[config.mk]
export PLATFORM = sky130hd
export DESIGN_NAME = next_hop_selector
export DESIGN_NICKNAME = d
export VERILOG_FILES = /design/src/routing_pkg.sv /design/src/pick_if.sv /design/src/next_hop_selector.sv /design/src/winner_policy.sv /design/src/policy_config.sv /design/src/neighbor_index_picker.sv /design/src/neighbor_table.sv /design/src/lfsr_rng.sv
export SDC_FILE = /design/constraint.sdc
export NUM_CORES = 1
export LEC_CHECK = 0
export BUFFER_PORTS_ARGS = -buffer_cell sky130_fd_sc_hd__buf_2
export CORE_MARGIN = 4
export CORE_UTILIZATION = 55
export CTS_BUF_LIST = sky130_fd_sc_hd__clkbuf_8
export CTS_CLUSTER_SIZE = 24
export DETAILED_ROUTE_END_ITERATION = 8
export PLACE_DENSITY = 0.83
export SETUP_SLACK_MARGIN = 0.2
export SLEW_MARGIN = 0
export SYNTH_ARGS = -nofsm -noshare
export SYNTH_HDL_FRONTEND = slang
export SYNTH_SLANG_ARGS = --single-unit
[constraint.sdc]
create_clock -name clock -period 9.3 [get_ports clock]
set_clock_uncertainty 0.1 [all_clocks]
set_input_delay 2.79 -clock clock [delete_from_list [all_inputs] [get_ports clock]]
set_output_delay 2.79 -clock clock [all_outputs]
set_load 0.1 [all_outputs]
[src/routing_pkg.sv]
`default_nettype none

package routing_pkg;

	// route words, hop ids and values
	localparam int word_width = 16;

	// neighbor table geometry
	localparam int table_entries = 16;
	localparam int index_width = $clog2(table_entries);
	localparam int addr_width = 5;
	localparam logic [addr_width-1:0] count_addr = 5'd16; // slot past the entries

	localparam logic [word_width-1:0] no_hop = '1;

	// explore draw and picker draw widths
	localparam int rnd_bits = 4;
	localparam int pick_bits = 8;
	localparam logic [word_width-1:0] epsilon_max = 16'd16; // always explores

	// ~0.999 with 10 fraction bits, ~1.001 with 15 fraction bits
	localparam int unsigned near_scale = 1024;
	localparam int unsigned near_factor = 1023;
	localparam int unsigned far_scale = 32768;
	localparam int unsigned far_factor = 32801;

	localparam logic [word_width-1:0] rng_seed = 16'hace1;
	localparam logic [word_width-1:0] lfsr_taps = 16'hb400; // x^16+x^14+x^13+x^11+1

	// winner_policy states
	localparam logic [2:0] st_idle = 3'd0;
	localparam logic [2:0] st_count = 3'd1;
	localparam logic [2:0] st_decide = 3'd2;
	localparam logic [2:0] st_narrow = 3'd3;
	localparam logic [2:0] st_pick = 3'd4;
	localparam logic [2:0] st_fetch = 3'd5;
	localparam logic [2:0] st_load = 3'd6;

endpackage

`default_nettype wire
[src/pick_if.sv]
`timescale 1ns/1ps
`default_nettype none

interface pick_if;

	logic start; // one-cycle request, picker idle
	logic [routing_pkg::addr_width-1:0] count; // held while picker works
	logic done;
	logic [routing_pkg::addr_width-1:0] index; // valid from done until next start

	modport policy (
		output start,
		output count,
		input done,
		input index
	);

	modport picker (
		input start,
		input count,
		output done,
		output index
	);

endinterface

`default_nettype wire

[src/next_hop_selector.sv]
`timescale 1ns/1ps
`default_nettype none

module next_hop_selector (
	input wire clock,
	input wire nrst,
	input wire start,
	input wire [routing_pkg::word_width-1:0] my_best,
	input wire [routing_pkg::word_width-1:0] best_hop,
	input wire [routing_pkg::word_width-1:0] best_value,
	input wire [routing_pkg::word_width-1:0] best_id,
	input wire cfg_load,
	input wire [routing_pkg::word_width-1:0] cfg_epsilon,
	input wire [routing_pkg::word_width-1:0] cfg_step,
	input wire [routing_pkg::word_width-1:0] cfg_node_id,
	input wire tbl_wr,
	input wire [routing_pkg::addr_width-1:0] tbl_addr,
	input wire [routing_pkg::word_width-1:0] tbl_data,
	output logic busy,
	output logic done,
	output logic [routing_pkg::word_width-1:0] next_hop,
	output logic [routing_pkg::word_width-1:0] epsilon
);

	logic [routing_pkg::word_width-1:0] rnd;
	logic [routing_pkg::addr_width-1:0] rd_addr;
	logic [routing_pkg::word_width-1:0] rd_data;
	logic [routing_pkg::word_width-1:0] node_id;
	logic decay;

	pick_if pick_bus ();

	lfsr_rng u_rng (
		.clock(clock),
		.nrst(nrst),
		.rnd(rnd)
	);

	neighbor_table u_table (
		.clock(clock),
		.nrst(nrst),
		.wr(tbl_wr),
		.wr_addr(tbl_addr),
		.wr_data(tbl_data),
		.rd_addr(rd_addr),
		.rd_data(rd_data)
	);

	neighbor_index_picker u_picker (
		.clock(clock),
		.nrst(nrst),
		.rnd(rnd),
		.pk(pick_bus.picker)
	);

	policy_config u_config (
		.clock(clock),
		.nrst(nrst),
		.load(cfg_load),
		.epsilon_in(cfg_epsilon),
		.step_in(cfg_step),
		.node_id_in(cfg_node_id),
		.decay(decay),
		.epsilon(epsilon),
		.node_id(node_id)
	);

	winner_policy u_policy (
		.clock(clock),
		.nrst(nrst),
		.start(start),
		.rnd(rnd),
		.my_best(my_best),
		.best_hop(best_hop),
		.best_value(best_value),
		.best_id(best_id),
		.epsilon(epsilon),
		.node_id(node_id),
		.rd_addr(rd_addr),
		.rd_data(rd_data),
		.pk(pick_bus.policy),
		.decay(decay),
		.busy(busy),
		.done(done),
		.next_hop(next_hop)
	);

endmodule

`default_nettype wire

[src/winner_policy.sv]
`timescale 1ns/1ps
`default_nettype none

module winner_policy (
	input wire clock,
	input wire nrst,
	input wire start,
	input wire [routing_pkg::word_width-1:0] rnd,
	input wire [routing_pkg::word_width-1:0] my_best,
	input wire [routing_pkg::word_width-1:0] best_hop,
	input wire [routing_pkg::word_width-1:0] best_value,
	input wire [routing_pkg::word_width-1:0] best_id,
	input wire [routing_pkg::word_width-1:0] epsilon,
	input wire [routing_pkg::word_width-1:0] node_id,
	output logic [routing_pkg::addr_width-1:0] rd_addr,
	input wire [routing_pkg::word_width-1:0] rd_data,
	pick_if.policy pk,
	output logic decay,
	output logic busy,
	output logic done,
	output logic [routing_pkg::word_width-1:0] next_hop
);

	logic [2:0] state;
	logic [routing_pkg::rnd_bits-1:0] draw; // explore draw
	logic explore;
	logic near_win;
	logic far_win;

	// widened products of 12.4 values and the scale constants
	logic [2*routing_pkg::word_width-1:0] near_lhs;
	logic [2*routing_pkg::word_width-1:0] near_rhs;
	logic [2*routing_pkg::word_width-1:0] far_lhs;
	logic [2*routing_pkg::word_width-1:0] far_rhs;

	assign near_lhs = best_value * routing_pkg::near_scale;
	assign near_rhs = my_best * routing_pkg::near_factor;
	assign far_lhs = best_value * routing_pkg::far_scale;
	assign far_rhs = my_best * routing_pkg::far_factor;

	assign near_win = near_lhs < near_rhs; // clearly better than own best
	assign far_win = far_lhs < far_rhs; // within ~0.1 percent
	assign explore = draw < epsilon && rd_data != '0; // rd_data holds the count here

	assign busy = state != routing_pkg::st_idle;

	always_ff @(posedge clock) begin
		if (!nrst) begin
			state <= routing_pkg::st_idle;
			done <= 1'b0;
			decay <= 1'b0;
			pk.start <= 1'b0;
			next_hop <= routing_pkg::no_hop;
		end else begin
			done <= 1'b0;
			decay <= 1'b0;
			pk.start <= 1'b0;
			case (state)
				routing_pkg::st_idle: begin
					if (start)
						state <= routing_pkg::st_count;
				end
				routing_pkg::st_count: state <= routing_pkg::st_decide; // count read in flight
				routing_pkg::st_decide: begin
					if (explore) begin
						pk.start <= 1'b1;
						state <= routing_pkg::st_pick;
					end else if (near_win) begin
						next_hop <= best_hop;
						done <= 1'b1;
						state <= routing_pkg::st_idle;
					end else begin
						state <= routing_pkg::st_narrow;
					end
				end
				routing_pkg::st_narrow: begin
					// a narrow win only counts when the hop is not this node
					if (far_win && best_id != node_id)
						next_hop <= best_hop;
					done <= 1'b1;
					state <= routing_pkg::st_idle;
				end
				routing_pkg::st_pick: begin
					if (pk.done)
						state <= routing_pkg::st_fetch;
				end
				routing_pkg::st_fetch: state <= routing_pkg::st_load; // entry read in flight
				routing_pkg::st_load: begin
					next_hop <= rd_data;
					done <= 1'b1;
					decay <= 1'b1; // each exploration lowers epsilon
					state <= routing_pkg::st_idle;
				end
				default: state <= routing_pkg::st_idle;
			endcase
		end
	end

	// table address, draw and pick count
	always_ff @(posedge clock) begin
		case (state)
			routing_pkg::st_idle: rd_addr <= routing_pkg::count_addr;
			routing_pkg::st_count: draw <= rnd[routing_pkg::rnd_bits-1:0];
			routing_pkg::st_decide: pk.count <= rd_data[routing_pkg::addr_width-1:0];
			routing_pkg::st_pick: begin
				if (pk.done)
					rd_addr <= pk.index;
			end
			default: ;
		endcase
	end

	a_done_pulse: assert property (@(posedge clock) disable iff (!nrst)
		done |=> !done);

	a_decay_with_done: assert property (@(posedge clock) disable iff (!nrst)
		decay |-> done);

endmodule

`default_nettype wire

[src/policy_config.sv]
`timescale 1ns/1ps
`default_nettype none

module policy_config (
	input wire clock,
	input wire nrst,
	input wire load,
	input wire [routing_pkg::word_width-1:0] epsilon_in,
	input wire [routing_pkg::word_width-1:0] step_in,
	input wire [routing_pkg::word_width-1:0] node_id_in,
	input wire decay,
	output logic [routing_pkg::word_width-1:0] epsilon,
	output logic [routing_pkg::word_width-1:0] node_id
);

	logic [routing_pkg::word_width-1:0] step;

	// load has priority over decay
	always_ff @(posedge clock) begin
		if (!nrst) begin
			epsilon <= '0;
			step <= '0;
			node_id <= '0;
		end else if (load) begin
			if (epsilon_in > routing_pkg::epsilon_max)
				epsilon <= routing_pkg::epsilon_max;
			else
				epsilon <= epsilon_in;
			step <= step_in;
			node_id <= node_id_in;
		end else if (decay) begin
			epsilon <= (epsilon > step) ? epsilon - step : '0; // floor at zero
		end
	end

	a_eps_no_rise: assert property (@(posedge clock) disable iff (!nrst)
		!load |=> epsilon <= $past(epsilon));

endmodule

`default_nettype wire

[src/neighbor_index_picker.sv]
`timescale 1ns/1ps
`default_nettype none

module neighbor_index_picker (
	input wire clock,
	input wire nrst,
	input wire [routing_pkg::word_width-1:0] rnd,
	pick_if.picker pk
);

	logic running;
	logic [routing_pkg::pick_bits-1:0] rem; // running remainder
	logic [routing_pkg::addr_width-1:0] cnt; // latched divisor
	logic [routing_pkg::pick_bits+routing_pkg::addr_width-2:0] div; // shifted count

	always_ff @(posedge clock) begin
		if (!nrst) begin
			running <= 1'b0;
			pk.done <= 1'b0;
		end else begin
			pk.done <= 1'b0;
			if (pk.start) begin
				running <= 1'b1;
			end else if (running && rem < cnt) begin
				running <= 1'b0;
				pk.done <= 1'b1;
			end
		end
	end

	// subtract shifted copies of count, largest first
	// at most pick_bits subtract steps, so done within 2..10 cycles
	always_ff @(posedge clock) begin
		if (pk.start) begin
			rem <= rnd[routing_pkg::pick_bits-1:0];
			cnt <= pk.count;
			div <= {pk.count, {(routing_pkg::pick_bits-1){1'b0}}};
		end else if (running && rem >= cnt) begin
			if (rem >= div)
				rem <= rem - div[routing_pkg::pick_bits-1:0];
			div <= div >> 1;
		end
		if (running && rem < cnt)
			pk.index <= rem[routing_pkg::addr_width-1:0]; // remainder fits, below count
	end

	// policy must keep count stable, so the answer is in range on its side too
	a_index_range: assert property (@(posedge clock) disable iff (!nrst)
		pk.done |-> pk.index < pk.count);

endmodule

`default_nettype wire

[src/neighbor_table.sv]
`timescale 1ns/1ps
`default_nettype none

module neighbor_table (
	input wire clock,
	input wire nrst,
	input wire wr,
	input wire [routing_pkg::addr_width-1:0] wr_addr,
	input wire [routing_pkg::word_width-1:0] wr_data,
	input wire [routing_pkg::addr_width-1:0] rd_addr,
	output logic [routing_pkg::word_width-1:0] rd_data
);

	logic [routing_pkg::word_width-1:0] hops [routing_pkg::table_entries];
	logic [routing_pkg::addr_width-1:0] count; // number of valid neighbors

	// count register, clipped to the table size
	always_ff @(posedge clock) begin
		if (!nrst) begin
			count <= '0;
		end else if (wr && wr_addr == routing_pkg::count_addr) begin
			if (wr_data > routing_pkg::table_entries)
				count <= routing_pkg::addr_width'(routing_pkg::table_entries);
			else
				count <= wr_data[routing_pkg::addr_width-1:0];
		end
	end

	// hop entries, addresses above count_addr are dropped
	always_ff @(posedge clock) begin
		if (wr && wr_addr < routing_pkg::count_addr)
			hops[wr_addr[routing_pkg::index_width-1:0]] <= wr_data;
	end

	// registered read, one cycle behind rd_addr
	always_ff @(posedge clock) begin
		if (rd_addr == routing_pkg::count_addr)
			rd_data <= {{(routing_pkg::word_width - routing_pkg::addr_width){1'b0}}, count};
		else
			rd_data <= hops[rd_addr[routing_pkg::index_width-1:0]];
	end

	a_count_range: assert property (@(posedge clock) disable iff (!nrst)
		count <= routing_pkg::table_entries);

endmodule

`default_nettype wire

[src/lfsr_rng.sv]
`timescale 1ns/1ps
`default_nettype none

module lfsr_rng (
	input wire clock,
	input wire nrst,
	output logic [routing_pkg::word_width-1:0] rnd
);

	// galois form, shift right and fold taps on the dropped bit
	always_ff @(posedge clock) begin
		if (!nrst) begin
			rnd <= routing_pkg::rng_seed;
		end else begin
			rnd <= {1'b0, rnd[routing_pkg::word_width-1:1]}
				^ (rnd[0] ? routing_pkg::lfsr_taps : '0);
		end
	end

	// an all-zero state would lock up the sequence
	a_never_zero: assert property (@(posedge clock) disable iff (!nrst)
		rnd != '0);

endmodule

`default_nettype wire

==> impl_summary.md <==
STA
The number of hold violations in the final report is 0. Setup violations remaining at the end of the flow were counted as 0. Measured against its own limit, the worst slew margin works out to roughly 15%. The final setup TNS is 0 ps. At the pin with the least slew margin, the transition time is 1260 ps. The number of pins exceeding their max-slew limit in the final report is 0. Static timing analysis puts the maximum clock frequency at 111 MHz.

After layout, the minimum clock period comes to 9040 ps. Setup repair after global routing could not meet its margin everywhere. The ratio of final minimum period to clock period is between 90% and 100%.

Critical path
Data on the critical path arrives at its endpoint at 9420 ps. The slowest cell on the critical path is sky130_fd_sc_hd__fa_2. The largest fanout on the critical path is 6.

At the worst endpoint, the required time is 9690 ps. The buffers plus inverters on the worst setup path is 7. The cell type with the highest occurrence count on the critical path is sky130_fd_sc_hd__fa_1. The critical path class is input port to register. The delay of the slowest critical-path stage is 560 ps. Across all register-to-register paths, the minimum setup slack is 5590 ps.

In this run the number of cells on the critical path is 28. STA classifies the critical path startpoint as an input port. The sort of element at the end of the critical path is a register.

The worst flop-to-flop path endpoint is u_config.epsilon[3]$_SDFFE_PN0P_. In this run the critical register-to-register path is launched from u_config.epsilon[0]$_SDFFE_PN0P_. For the worst flop-to-flop path, the logic depth is 12. The category of cells accounting for the largest share of critical-path delay is adder cells.

Hold path
Counting instances, the worst hold path has a depth of 1. The hold-critical path endpoint is u_rng.rnd[7]$_SDFF_PN1_. The beginning of the worst hold path is u_rng.rnd[8]$_SDFF_PN0_.

In this run the worst hold path is classified as register to register.

Synth
In this run, synthesis inferred approximately 290 flip-flops with an integrated enable. The netlist uses 68 different library cells. The area share of the leading cell type in the synthesized netlist is 38.5%.

Summing every instance area after synthesis gives 22800 sq um. In this run the mean area of a mapped cell was 12.9 sq um. The top cell type by total area after synthesis is sky130_fd_sc_hd__edfxtp_1. By area the synthesized netlist is led by sky130_fd_sc_hd__edfxtp_1 (39%), sky130_fd_sc_hd__dfxtp_1 (11%), sky130_fd_sc_hd__ha_1 (10%), sky130_fd_sc_hd__mux4_2 (7.9%), sky130_fd_sc_hd__fa_1 (7.5%). The proportion of register bits with asynchronous set or reset after synthesis is 0%. After technology mapping, the gate count stands at 1767. In the synthesized netlist the dominant register cell turns out to be sky130_fd_sc_hd__edfxtp_1. For this run, the number of Yosys warnings is 0.

The synthesized design contains 413 register bits. Counting every net in the synthesized netlist gives 2175. The share of the Yosys chip area taken by registers is 49.1%.

Flow run
The number of maximum-capacitance constraint violations is 0.

GRT
The via count of the first global-routing pass came to 16200. For this run, the total global-route usage over all layers was measured as 25.4%. The global routing usage on met3 is 5.38%. The global routing stage identified its most utilized layer as met2. The wire length of the first global-routing pass is just under 90 mm.

The total overflow reported by the global router is 0. The pin count of the biggest net entering global routing is 65. The fraction of met1 tracks used by global routing is 33.5%.

The initial antenna violation count is 1. For met2 alone, demand over resource in global routing was 42.4%.

Final layout
The net count of the finished layout is 2506. The sequential cells in the finished layout cover a total of roughly 11000 sq um. The filler cell count is 2934. In the final layout, the multi-input gates occupy between 10000 and 15000 sq um. Cells with a size suffix above 1 make up 26.6% of the layout. The area growth from synthesis to final layout is 17.6%.

The final core area utilization is 65.6%.

Pwr
VDD sags by at most between 0.3 and 0.4 mV. The power density over the cells is 317 nW/um^2. The leakage power total is around 11 nW.

CTS
The clock transition at the registers of the reported paths is 60 ps. In this run the clock root is driven by a sky130_fd_sc_hd__clkbuf_8. The sink count of the clock tree is 413. The clock passes through at most 3 buffers. The H-tree was split into 2 levels. The hold buffer count at CTS is 0. The clock latency at the later pin of the worst-skew pair is 620 ps. The CTS tree is yes. The number of buffers created by CTS is 59.

Die
The die is around 210 microns wide. The die covers approximately 45000 sq um. The chip height is 212 microns.

The number of placed I/O pins is 172. The initial cell density of the core is 55.8%. The total area inside the core boundary comes to 40900 sq um. In this run the core area contains 74 standard-cell rows.

Drt
The overall routed net length is ~57 mm. The count of routing violations after the opening detailed-route iteration is 1242. After detailed routing, the average wire length per cell comes to around 21 microns. In the routed design, unresolved DRC markers number 0.

The routed via count divided by cell count is 5.76. The total iterations of the first detailed-routing run is 5. The overall via count from detail_route is 15500. Once detail routing completed, the nets flagged for antenna violations numbered 0.

Placement
The final RePlAce weighted congestion is about 0.93. The number of input and output port buffers inserted is 171. The HPWL after detailed placement is 41.8 mm.

Run status
The flow ran to the end, and the final reports show no timing, DRC or antenna violations.
==> per-stage QoR <==
step                instances  hold slack (ps)  worst slack (ps)  instance area (sq um)  power (mW)
finish                   2682              317               262                  26900        8.51
detailed placement       2560              295              -471                  25300        6.57
global route             2681              351             -52.3                  26800        9.20
CTS                      2672              320               204                  26600        8.15
floorplan                1767              286              79.5                  22900        5.02
global placement         2560              296              -286                  25300        6.49
==> where the power goes <==
part           total [mW]  switching, mW  internal (mW)  leakage (nW)
combinational        4.89           2.52           2.37          6.80
clock                1.50          0.689          0.815         0.715
sequential           2.12         0.0620           2.06          3.64
total                8.51           3.27           5.25          11.2
==> cell usage in the layout (no fill, tap or decap), types with 18 or more instances in the layout <==
master                     synthesis  routed
sky130_fd_sc_hd__xnor2_1          30      30
sky130_fd_sc_hd__ha_1            185     178
sky130_fd_sc_hd__nor2_1          116     114
sky130_fd_sc_hd__clkinv_2          0      18
sky130_fd_sc_hd__mux2i_1          57      57
sky130_fd_sc_hd__nor4_1           21      19
sky130_fd_sc_hd__a21oi_1          68      61
sky130_fd_sc_hd__buf_2             1     167
sky130_fd_sc_hd__clkbuf_8          0      61
sky130_fd_sc_hd__o21ai_0          46      44
sky130_fd_sc_hd__buf_4             0     147
sky130_fd_sc_hd__a21o_1           18      18
sky130_fd_sc_hd__fa_1             85      78
sky130_fd_sc_hd__nor2b_1          20      20
sky130_fd_sc_hd__nand2_1          81      80
sky130_fd_sc_hd__dfxtp_1         120     118
sky130_fd_sc_hd__nand3_1          22      22
sky130_fd_sc_hd__inv_1           193     197
sky130_fd_sc_hd__xor2_1           40      40
sky130_fd_sc_hd__edfxtp_1        293     293
sky130_fd_sc_hd__mux4_2           80      80
sky130_fd_sc_hd__nand2b_1         32      32
==> area by class of cell <==
cell class	instances	share of cell area, %
Sequential cell	413	41.7
Multi-Input combinational cell	1111	40.8
Tap cell	532	2.48
Inverter	193	2.72
Timing Repair Buffer	320	7.56
Clock buffer	61	3.13
Antenna cell	2	0.0186
Clock inverter	50	1.59
==> layer usage <==
layer / up-vias / part of all wire, %
met3: 128 / 8.4
met4: 0 / 3.5
met2: 659 / 48
met1: 7553 / 40
met5: - / 0
li1: 7118 / -
==> sequential cells by signal (all words and copies together) (netlist names), 12 cells and up, named ones only <==
register           flops
u_config.epsilon      16
u_config.node_id      16
u_policy.next_hop     16
u_config.step         16
u_picker.div          12
u_rng.rnd             16
u_table.rd_data       16
u_table.hops         256
==> synth_stat cells (14+ instances only) <==
library cell,number
sky130_fd_sc_hd__nand3_1,22
sky130_fd_sc_hd__o21ai_0,46
sky130_fd_sc_hd__nand2b_1,32
sky130_fd_sc_hd__nor2b_1,20
sky130_fd_sc_hd__nor3_1,14
sky130_fd_sc_hd__buf_1,15
sky130_fd_sc_hd__a21o_1,18
sky130_fd_sc_hd__edfxtp_1,293
sky130_fd_sc_hd__clkbuf_1,33
sky130_fd_sc_hd__ha_1,185
sky130_fd_sc_hd__mux4_2,80
sky130_fd_sc_hd__a21oi_1,68
sky130_fd_sc_hd__xor2_1,40
sky130_fd_sc_hd__nor2_1,116
sky130_fd_sc_hd__nand2_1,81
sky130_fd_sc_hd__nor4_1,21
sky130_fd_sc_hd__xnor2_1,30
sky130_fd_sc_hd__dfxtp_1,120
sky130_fd_sc_hd__mux2i_1,57
sky130_fd_sc_hd__fa_1,85
sky130_fd_sc_hd__inv_1,193
==> how the worst max path moves through the flow <==
stage	from	to	slack (ps)
6_report	my_best[10]	u_policy.next_hop[1]$_SDFFE_PN1P_	260
5_1_grt	my_best[12]	u_policy.next_hop[8]$_SDFFE_PN1P_	-50
4_1_cts	my_best[8]	u_policy.next_hop[3]$_SDFFE_PN1P_	200
3_5_place_dp	my_best[6]	u_policy.next_hop[3]$_SDFFE_PN1P_	-470
3_3_place_gp	my_best[7]	u_policy.next_hop[14]$_SDFFE_PN1P_	-290
2_1_floorplan	my_best[7]	u_policy.next_hop[10]$_SDFFE_PN1P_	80
==> worst register-to-register path, delay by kind of cell (launching register included) <==
kind / cells / cell delay [ps]
AOI/OAI and AO/OA: 5 / 1770
adders and majority gates: 2 / 550
buffers and inverters: 2 / 130
DFF: 1 / 350
and+or+nand+nor: 3 / 670
==> what timing repair did <==
| item | 4_1_cts | 5_1_grt |
|---|---|---|
| resized for setup | 2 | 49 |
| hold endpoints to repair | 0 | 0 |
| pin swaps | 4 | 34 |
| cloned | 0 | 1 |
| endpoints found under the setup margin | 16 | 16 |
| setup buffers | 1 | 7 |
==> kinds of logic (layout without fill, tap and decap cells) <==
logic type	count (synthesis)	after routing	synth area share (%)
other	0	2	0
muxes	158	158	11.6
DFF	413	413	49.1
buffers and inverters	243	624	4.07
adders and majority gates	270	270	17.6
xor gates and xnor gates	70	70	2.69
AOI/OAI and AO/OA	242	242	7.04
and+or+nand+nor	371	371	7.96
No activity file was read; power rests on OpenSTA's default activity.
